$ cat config.mk
export PLATFORM = sky130hd
export DESIGN_NAME = scott_cpu
export DESIGN_NICKNAME = d
export VERILOG_FILES = /design/src/hw/scott_pkg.sv /design/src/hw/step_sequencer.sv /design/src/hw/control_decoder.sv /design/src/hw/alu.sv /design/src/hw/datapath.sv /design/src/hw/wb_mem_master.sv /design/src/hw/scott_cpu.sv
export SDC_FILE = /design/constraint.sdc
export NUM_CORES = 1
export LEC_CHECK = 0
export BUFFER_PORTS_ARGS = -buffer_cell sky130_fd_sc_hd__buf_2
export CAP_MARGIN = 25
export CORE_ASPECT_RATIO = 0.9
export CORE_MARGIN = 2
export CORE_UTILIZATION = 42
export DETAILED_ROUTE_END_ITERATION = 12
export PLACE_DENSITY = 0.68
export SYNTH_ARGS = -nofsm -noshare
export SYNTH_HDL_FRONTEND = slang
export SYNTH_SLANG_ARGS = --single-unit
$ cat constraint.sdc
create_clock -name sys_clk -period 5.2 [get_ports sys_clk]
set_input_delay 1.04 -clock sys_clk [delete_from_list [all_inputs] [get_ports sys_clk]]
set_output_delay 1.04 -clock sys_clk [all_outputs]
set_load 0.05 [all_outputs]
$ cat src/hw/scott_pkg.sv
/*
 * scott_pkg: shared types for the 8-bit step-driven teaching cpu
 * opcodes, step states, flags, control word and bus records
 */
package scott_pkg;

	localparam int data_w = 8;	// data, address and instruction width

	// alu group, instruction bits 6:4 with bit 7 set
	typedef enum logic [2:0] {
		ADD, SHR, SHL, NOT, AND, OR, XOR, CMP
	} alu_op_e;

	// non-alu classes, bits 6:4 with bit 7 clear
	typedef enum logic [2:0] {
		LD, ST, DATA, JMPR, JMP, JCAEZ, CLF, IO
	} instr_class_e;

	typedef enum logic [2:0] {
		STEP1, STEP2, STEP3, STEP4, STEP5, STEP6
	} step_e;

	// bit order matches the jcaez mask in instruction bits 3:0
	typedef struct packed {
		logic carry;
		logic a_larger;
		logic equal;
		logic zero;
	} flags_t;

	typedef struct packed {
		logic       en_reg;		// gp register onto bus
		logic [1:0] en_reg_sel;
		logic       set_reg;		// bus into gp register
		logic [1:0] set_reg_sel;
		logic       en_ram;
		logic       en_iar;
		logic       en_acc;
		logic       en_io;
		logic       set_ir;
		logic       set_mar;
		logic       set_iar;
		logic       set_acc;
		logic       set_tmp;
		logic       set_flags;
		logic       set_io;
		logic       bus1;		// constant 1 on alu b side
		alu_op_e    alu_op;
		logic       alu_en;		// op comes from the instruction, carry chains in
		logic       mem_req;
		logic       mem_we;
		logic       io_is_output;
		logic       io_is_address;
	} ctrl_word_t;

	typedef struct packed {
		logic              cyc;
		logic              stb;
		logic              we;
		logic [data_w-1:0] adr;
		logic [data_w-1:0] dat_w;
	} wb_req_t;

	typedef struct packed {
		logic              valid;	// one cycle per output instruction
		logic              is_address;
		logic [data_w-1:0] data;
	} io_port_t;

endpackage

$ cat src/hw/step_sequencer.sv
/*
 * step sequencer: counts steps one to six, one per clock,
 * stalls while a memory cycle is outstanding
 */
module step_sequencer (
	input  logic             sys_clk,
	input  logic             reset,
	input  logic             mem_busy,
	output scott_pkg::step_e step
);
	import scott_pkg::*;

	step_e step_next;

	// wrap after the last execute step
	always_comb begin
		if (step == STEP6)
			step_next = STEP1;
		else
			step_next = step_e'(step + 3'd1);
	end

	always_ff @(posedge sys_clk) begin
		if (reset)
			step <= STEP1;
		else if (!mem_busy)		// hold the step until ack
			step <= step_next;
	end

endmodule

$ cat src/hw/control_decoder.sv
/*
 * control decoder: step x instruction x flags table
 * produces the enables and sets for the current step, purely combinational
 */
module control_decoder (
	input  scott_pkg::step_e      step,
	input  logic [7:0]            instruction,
	input  scott_pkg::flags_t     flags,
	output scott_pkg::ctrl_word_t ctrl
);
	import scott_pkg::*;

	logic         is_alu;
	instr_class_e cls;
	logic [1:0]   ra;
	logic [1:0]   rb;
	logic         jump_taken;

	assign is_alu = instruction[7];
	assign cls = instr_class_e'(instruction[6:4]);
	assign ra = instruction[3:2];
	assign rb = instruction[1:0];
	assign jump_taken = |(instruction[3:0] & flags);	// any selected flag

	always_comb begin
		ctrl = '0;
		ctrl.alu_op = ADD;		// increment path uses add
		ctrl.set_reg_sel = rb;		// every register write targets rb
		case (step)
			STEP1: begin			// mar <- iar, acc <- iar + 1
				ctrl.bus1 = 1'b1;
				ctrl.en_iar = 1'b1;
				ctrl.set_mar = 1'b1;
				ctrl.set_acc = 1'b1;
			end
			STEP2: begin			// instruction fetch
				ctrl.en_ram = 1'b1;
				ctrl.mem_req = 1'b1;
				ctrl.set_ir = 1'b1;
			end
			STEP3: begin			// iar <- acc
				ctrl.en_acc = 1'b1;
				ctrl.set_iar = 1'b1;
			end
			STEP4: begin
				if (is_alu) begin
					ctrl.en_reg = 1'b1;	// rb into tmp
					ctrl.en_reg_sel = rb;
					ctrl.set_tmp = 1'b1;
				end else begin
					case (cls)
						LD, ST: begin		// address register to mar
							ctrl.en_reg = 1'b1;
							ctrl.en_reg_sel = ra;
							ctrl.set_mar = 1'b1;
						end
						DATA, JCAEZ: begin	// point at second byte, bump iar
							ctrl.bus1 = 1'b1;
							ctrl.en_iar = 1'b1;
							ctrl.set_mar = 1'b1;
							ctrl.set_acc = 1'b1;
						end
						JMPR: begin
							ctrl.en_reg = 1'b1;
							ctrl.en_reg_sel = rb;
							ctrl.set_iar = 1'b1;
						end
						JMP: begin
							ctrl.en_iar = 1'b1;
							ctrl.set_mar = 1'b1;
						end
						CLF: begin		// 0 + 1, carry masked, clears all flags
							ctrl.bus1 = 1'b1;
							ctrl.set_flags = 1'b1;
						end
						default: begin		// io select phase, output drives rb
							ctrl.en_reg = instruction[3];
							ctrl.en_reg_sel = rb;
							ctrl.set_io = 1'b1;
							ctrl.io_is_output = instruction[3];
							ctrl.io_is_address = instruction[2];
						end
					endcase
				end
			end
			STEP5: begin
				if (is_alu) begin
					ctrl.en_reg = 1'b1;	// ra on the a side
					ctrl.en_reg_sel = ra;
					ctrl.alu_op = alu_op_e'(instruction[6:4]);
					ctrl.alu_en = 1'b1;
					ctrl.set_acc = 1'b1;
					ctrl.set_flags = 1'b1;
				end else begin
					case (cls)
						LD, DATA: begin
							ctrl.en_ram = 1'b1;
							ctrl.mem_req = 1'b1;
							ctrl.set_reg = 1'b1;
						end
						ST: begin		// write rb to ram at mar
							ctrl.en_reg = 1'b1;
							ctrl.en_reg_sel = rb;
							ctrl.mem_req = 1'b1;
							ctrl.mem_we = 1'b1;
						end
						JMP: begin
							ctrl.en_ram = 1'b1;
							ctrl.mem_req = 1'b1;
							ctrl.set_iar = 1'b1;
						end
						JCAEZ: begin
							ctrl.set_iar = 1'b1;
							ctrl.en_ram = jump_taken;	// target byte
							ctrl.mem_req = jump_taken;
							ctrl.en_acc = ~jump_taken;	// skip the target
						end
						IO: begin		// input lands in rb
							ctrl.en_io = ~instruction[3];
							ctrl.set_reg = ~instruction[3];
						end
						default: ;
					endcase
				end
			end
			STEP6: begin
				if (is_alu) begin
					ctrl.en_acc = 1'b1;
					ctrl.set_reg = (instruction[6:4] != CMP);	// cmp keeps rb
				end else if (cls == DATA) begin
					ctrl.en_acc = 1'b1;	// iar past the data byte
					ctrl.set_iar = 1'b1;
				end
			end
			default: ;
		endcase
	end

endmodule

$ cat src/hw/alu.sv
/*
 * alu: eight 8-bit operations with carry in
 * result plus carry, a_larger, equal and zero flags
 */
module alu (
	input  scott_pkg::alu_op_e op,
	input  logic [7:0]         a,
	input  logic [7:0]         b,
	input  logic               carry_in,
	output logic [7:0]         result,
	output scott_pkg::flags_t  flags_out
);
	import scott_pkg::*;

	logic carry_out;

	always_comb begin
		carry_out = 1'b0;
		case (op)
			ADD: {carry_out, result} = a + b + carry_in;
			SHR: {result, carry_out} = {carry_in, a};	// lsb out to carry
			SHL: {carry_out, result} = {a, carry_in};	// msb out to carry
			NOT: result = ~a;
			AND: result = a & b;
			OR:  result = a | b;
			XOR: result = a ^ b;
			CMP: result = a ^ b;	// result dropped, flags only
			default: result = 8'h00;
		endcase
	end

	// compare always a against b, zero from the result
	assign flags_out.carry = carry_out;
	assign flags_out.a_larger = (a > b);
	assign flags_out.equal = (a == b);
	assign flags_out.zero = (result == 8'h00);

endmodule

$ cat src/hw/datapath.sv
/*
 * datapath: r0-r3, ir, iar, acc, tmp, mar and flags around one internal bus
 * enables pick the bus source, sets load at the clock edge
 */
module datapath (
	input  logic                  sys_clk,
	input  logic                  reset,
	input  scott_pkg::ctrl_word_t ctrl,
	input  logic [7:0]            mem_rdata,
	input  logic                  mem_done,
	input  logic [7:0]            io_in,
	input  logic [7:0]            result,
	input  scott_pkg::flags_t     alu_flags,
	output logic [7:0]            alu_a,
	output logic [7:0]            alu_b,
	output logic                  carry_in,
	output logic [7:0]            instruction,
	output scott_pkg::flags_t     flags,
	output logic [7:0]            mar,
	output logic [7:0]            bus_data,
	output scott_pkg::io_port_t   io_out
);
	logic [7:0] regs [4];		// r0..r3
	logic [7:0] iar;
	logic [7:0] acc;
	logic [7:0] tmp;
	logic       io_valid;
	logic       io_is_address;
	logic [7:0] io_data;
	logic       go;

	// memory step freezes all sets until ack
	assign go = ~ctrl.mem_req | mem_done;

	// one source at a time, idle bus reads as zero
	always_comb begin
		if (ctrl.en_ram)
			bus_data = mem_rdata;
		else if (ctrl.en_iar)
			bus_data = iar;
		else if (ctrl.en_acc)
			bus_data = acc;
		else if (ctrl.en_io)
			bus_data = io_in;
		else if (ctrl.en_reg)
			bus_data = regs[ctrl.en_reg_sel];
		else
			bus_data = 8'h00;
	end

	assign alu_a = bus_data;
	assign alu_b = ctrl.bus1 ? 8'd1 : tmp;
	assign carry_in = ctrl.alu_en & flags.carry;	// no carry on increments or clf

	// architectural state and io strobe
	always_ff @(posedge sys_clk) begin
		if (reset) begin
			regs <= '{default: 8'h00};
			iar <= 8'h00;		// first fetch from 0
			flags <= '0;
			io_valid <= 1'b0;
		end else begin
			if (go && ctrl.set_reg)
				regs[ctrl.set_reg_sel] <= bus_data;
			if (go && ctrl.set_iar)
				iar <= bus_data;
			if (go && ctrl.set_flags)
				flags <= alu_flags;
			io_valid <= go & ctrl.set_io & ctrl.io_is_output;	// single pulse
		end
	end

	// working registers
	always_ff @(posedge sys_clk) begin
		if (go) begin
			if (ctrl.set_ir)
				instruction <= bus_data;
			if (ctrl.set_mar)
				mar <= bus_data;
			if (ctrl.set_acc)
				acc <= result;
			if (ctrl.set_tmp)
				tmp <= bus_data;
			if (ctrl.set_io && ctrl.io_is_output) begin
				io_data <= bus_data;
				io_is_address <= ctrl.io_is_address;
			end
		end
	end

	assign io_out.valid = io_valid;
	assign io_out.is_address = io_is_address;
	assign io_out.data = io_data;

endmodule

$ cat src/hw/wb_mem_master.sv
/*
 * wishbone classic master: one read or write per memory step
 * busy until ack, done in the ack cycle
 */
module wb_mem_master (
	input  logic               sys_clk,
	input  logic               reset,
	input  logic               mem_req,
	input  logic               mem_we,
	input  logic [7:0]         adr,
	input  logic [7:0]         dat_w,
	input  logic [7:0]         wb_dat_r,
	input  logic               wb_ack,
	output scott_pkg::wb_req_t wb_out,
	output logic               mem_busy,
	output logic               mem_done,
	output logic [7:0]         mem_rdata
);
	logic       active;		// cyc and stb
	logic       we_q;
	logic [7:0] adr_q;
	logic [7:0] dat_q;

	assign mem_done = active & wb_ack;
	assign mem_busy = mem_req & ~mem_done;
	assign mem_rdata = wb_dat_r;	// taken by the destination at the ack edge

	always_ff @(posedge sys_clk) begin
		if (reset)
			active <= 1'b0;
		else if (mem_done)
			active <= 1'b0;		// drop right after ack
		else if (mem_req)
			active <= 1'b1;
	end

	// request held stable for the whole cycle
	always_ff @(posedge sys_clk) begin
		if (mem_req && !active) begin
			adr_q <= adr;
			we_q <= mem_we;
			dat_q <= dat_w;
		end
	end

	assign wb_out.cyc = active;
	assign wb_out.stb = active;
	assign wb_out.we = active & we_q;
	assign wb_out.adr = adr_q;
	assign wb_out.dat_w = dat_q;

endmodule

$ cat src/hw/scott_cpu.sv
/*
 * scott_cpu: top of the 8-bit step-driven cpu
 * sequencer, decoder, datapath, alu and wishbone master
 */
module scott_cpu (
	input  logic                sys_clk,
	input  logic                reset,
	output scott_pkg::wb_req_t  wb_out,
	input  logic [7:0]          wb_dat_r,
	input  logic                wb_ack,
	input  logic [7:0]          io_in,
	output scott_pkg::io_port_t io_out
);
	import scott_pkg::*;

	step_e      step;
	ctrl_word_t ctrl;
	flags_t     flags;
	flags_t     alu_flags;
	logic [7:0] instruction;
	logic [7:0] alu_a;
	logic [7:0] alu_b;
	logic [7:0] result;
	logic [7:0] mar;
	logic [7:0] bus_data;
	logic [7:0] mem_rdata;
	logic       carry_in;
	logic       mem_busy;
	logic       mem_done;

	step_sequencer u_step_sequencer (
		.sys_clk  (sys_clk),
		.reset    (reset),
		.mem_busy (mem_busy),
		.step     (step)
	);

	control_decoder u_control_decoder (
		.step        (step),
		.instruction (instruction),
		.flags       (flags),
		.ctrl        (ctrl)
	);

	alu u_alu (
		.op        (ctrl.alu_op),
		.a         (alu_a),
		.b         (alu_b),
		.carry_in  (carry_in),
		.result    (result),
		.flags_out (alu_flags)
	);

	datapath u_datapath (
		.sys_clk     (sys_clk),
		.reset       (reset),
		.ctrl        (ctrl),
		.mem_rdata   (mem_rdata),
		.mem_done    (mem_done),
		.io_in       (io_in),
		.result      (result),
		.alu_flags   (alu_flags),
		.alu_a       (alu_a),
		.alu_b       (alu_b),
		.carry_in    (carry_in),
		.instruction (instruction),
		.flags       (flags),
		.mar         (mar),
		.bus_data    (bus_data),
		.io_out      (io_out)
	);

	wb_mem_master u_wb_mem_master (
		.sys_clk   (sys_clk),
		.reset     (reset),
		.mem_req   (ctrl.mem_req),
		.mem_we    (ctrl.mem_we),
		.adr       (mar),		// address always from mar
		.dat_w     (bus_data),	// store data rides the bus
		.wb_dat_r  (wb_dat_r),
		.wb_ack    (wb_ack),
		.wb_out    (wb_out),
		.mem_busy  (mem_busy),
		.mem_done  (mem_done),
		.mem_rdata (mem_rdata)
	);

endmodule

==> run summary <==
RSZ-0062 raised after global routing = no
Worst path slowest cell = or4b_4
Layout Cells excl Fill = 853
Final worst setup slack = 0.269 ns
Commonest non-fill, non-tap cells in the layout = 77 x nor2_1, 58 x edfxtp_1, 49 x dfxtp_1
Tcrit/Tclk final = 94.8%
Clock Latency Late Sink = 0.37 ns
CP dominant cell by count = inv_1
CTS tree = done
Layout cell share with drive strength beyond 1 = 16.2%
Initial antenna violation count = 0
Die W = 130 um
Detailed Routing Iterations Pass 1 = 5
Clk pwr share = 33.2%
P per Cell Area = 319 nW/um^2
Worst slew pin tran = 1.04 ns
Yosys cell types = 78
Worst Setup EP = u_datapath.flags[0]
Worst hold path type = reg2reg
Most common cell after layout, fill and taps aside = nor2_1
Reg-to-reg setup timing slack = 0.27 ns
Sequential share of the synthesized area = 45.7%
Final hold viol count = 0
R2R Path Start = u_step_sequencer.step[2]
Initial core utilization = 42.7%
Overflow after GRT = 0
Setup violations, final = 0
Post-synth EDFFs = 58
Seq cells post-synth = 107
Crit path cell chain = inv_1, ha_2, or4b_4, a221o_1, o21ai_2, mux2i_1, o211ai_2, a22o_1, inv_1, fa_1, inv_1, fa_1, a21o_1, a21oi_1, o21ai_0, a21oi_1, xnor2_1, nand2_1, o41a_1, nand4b_1, o31ai_2
Clk sink count = 107
Fin Setup TNS = 0 ns
Largest net degree at the start of global routing = 51
Synth area leaders = edfxtp_1 29%, dfxtp_1 16%, a211oi_1 5.9%
Drt drc = 0
Crit Reg-Reg Endpoint = u_datapath.flags[0]
Switching power = 692 uW
Max Cap Viol = 0
Leading area contributor after synthesis = edfxtp_1
Tot GR Track Use = 23.9%
Clock-pin slew on the worst setup and hold paths = 0.08 ns
CP endpoint kind = register
Starting DRT DRC Count = 649
Via-to-Cell Ratio = 5.95
H-tree levels = 3
Final Instance Area = 6710 um^2
Leakage = 2.48 nW
Detailed-route via count = 5076
Die H = 117 um
Outcome = finished clean
Netlist Area Pre-Place = 5960 um^2
CP Data Arrival Time = 5.22 ns
Slew headroom = 30.3%
Post-route ant nets = 0
Gate power share = 21.1%
Port bufs = 47
WL per Instance = 20.6 um
FMAX = 0.203 GHz
Core area = 14000 um^2
Clk root buf = clkbuf_16
Diodes inserted = 0
Final Power = 2.14 mW
Vias in the first global route = 4744
Avg Inst Size Synth = 9.61 um^2
Internal power = 1.45 mW
TritonCTS buffer count = 9
Setup bufs post-CTS = 0
Placed Cells = 836
Final min period = 4.93 ns
Layout net count = 701
Max IR drop VDD = 0.000182 V
Sequential power share = 45.8%
Critical path type = reg2reg
Sw Share = 32.3%
IO Pins = 48
Setup crit start = u_step_sequencer.step[2]
Die area = 15200 um^2
Layout filler cell count = 1307
Pre-CTS setup slack = 0.341 ns
Area post-placement = 6390 um^2
Crit-path max FO = 14
CTS Buffer Depth = 2
YS warnings = 0
Worst Reg-to-Reg Cells = 21
Synth Flop Type = edfxtp_1
Num rows = 41
Asr flop ratio synth = 0%
Mapped Nets = 666
Layout Area Growth over Synthesis = 12.6%
Final GP Congestion = 0.941
Drt total wl = 17600 um
Wire length of the first global-routing pass = 26900 um
Post-Synthesis Cells = 620
Crit start category = register
Clock Skews = 0.00822 ns
CP required = 5.49 ns
Share of the synthesized area in the top cell type = 29.2%
Critical Path Max Stage Delay = 0.51 ns
Final max-slew violation count = 0
Post-DP HPWL = 13100 um
==> area by class of cell <==
type                            count  area (um^2)  share of cell area, %
Sequential cell                   107         2720                   40.6
Inverter                           33          124                   1.85
Clock buffer                        9          225                   3.36
Tap cell                          193          241                   3.60
Timing Repair Buffer               70          408                   6.08
Clock inverter                      7         83.8                   1.25
Multi-Input combinational cell    434         2910                   43.3
==> kinds of logic after synthesis <==
kind of cell             share of synthesized area, %
buffers and inverters                            5.79
XOR/XNOR                                        0.588
multiplexers                                     1.09
adder cells (fa/ha/maj)                          5.92
flip-flops                                       45.7
AO/OA/AOI/OAI                                    24.6
AND/OR/NAND/NOR                                  16.3
==> through the flow <==
step | hold slack [ns] | utilization (%)
floorplan | 0.400 | -
CTS | 0.424 | 48.0
global route | 0.433 | 48.1
global placement | 0.403 | 45.8
finish | 0.423 | 48.1
detailed placement | 0.406 | 45.8
==> power by group through the flow <==
stage,Clock [mW],Sequential (mW),Combinational (mW)
after global placement,0,0.997,0.432
final,0.709,0.978,0.451
after detailed placement,0,0.998,0.437
after global routing,0.744,0.983,0.480
after floorplan,0,1.04,0.248
after CTS,0.720,0.979,0.440
==> flip-flops by register name (all words and copies together) (netlist names) <==
name and flops:
u_datapath.regs 32, u_datapath.acc 8, u_datapath.iar 8, u_datapath.instruction 8
u_datapath.io_data 8, u_datapath.mar 8, u_datapath.tmp 8, u_wb_mem_master.adr_q 8
u_wb_mem_master.dat_q 8, u_datapath.flags 4, u_step_sequencer.step 3, u_datapath.io_is_address 1
u_datapath.io_valid 1, u_wb_mem_master.active 1, u_wb_mem_master.we_q 1
==> Yosys cell counts, types with 4 or more instances <==
cell and instances:
nor2_1 77, edfxtp_1 58, dfxtp_1 49, a211oi_1 47, nand2_1 40, a21oi_1 34, inv_1 31, clkbuf_1 27
ha_1 25, o21ai_0 19, a21o_1 10, a22oi_1 10, nand2b_1 10, nor3_1 9, and2_1 8, nor2b_1 8
buf_4 7, o211ai_1 7, o21a_1 7, a211o_1 6, a221oi_1 6, a31oi_1 6, buf_2 6, nand3_1 6
o21bai_1 6, o22ai_1 6, mux2i_1 5, buf_1 4, nor4_1 4
==> worst min path at each step <==
stage	startpoint	to	cells past startpoint
floorplan	u_datapath.mar[0]	u_wb_mem_master.adr_q[0]	0
global placement	u_datapath.mar[1]	u_wb_mem_master.adr_q[1]	0
detailed placement	u_datapath.mar[4]	u_wb_mem_master.adr_q[4]	0
CTS	u_datapath.mar[4]	u_wb_mem_master.adr_q[4]	0
global route	u_datapath.mar[7]	u_wb_mem_master.adr_q[7]	0
finish	u_datapath.mar[7]	u_wb_mem_master.adr_q[7]	0
==> timing repair <==
item	4_1_cts	5_1_grt
gates resized for setup	0	3
endpoints found under the hold margin	0	0
hold buffers	0	0
endpoints found under the setup margin	0	2
==> metal layers <==
metal | vias to the layer above | GRT usage (%) | share of wire (%)
met1 | 2437 | 33.8 | 44
met5 | - | 0 | 0
met2 | 237 | 36.0 | 45
li1 | 2370 | - | -
met3 | 32 | 5.55 | 8.9
met4 | 0 | 9.10 | 2.1
==> worst max-delay path, delay by kind of cell, from the launching register on <==
family                     cells  cell delay [ns]
xor gates and xnor gates       1             0.15
adders and majority gates      3             0.88
DFF                            1             0.42
muxes                          1             0.30
AOI/OAI and AO/OA             10             2.01
buffers and inverters          3             0.32
and+or+nand+nor                3             0.77
No activity file was read; power rests on OpenSTA's default activity.
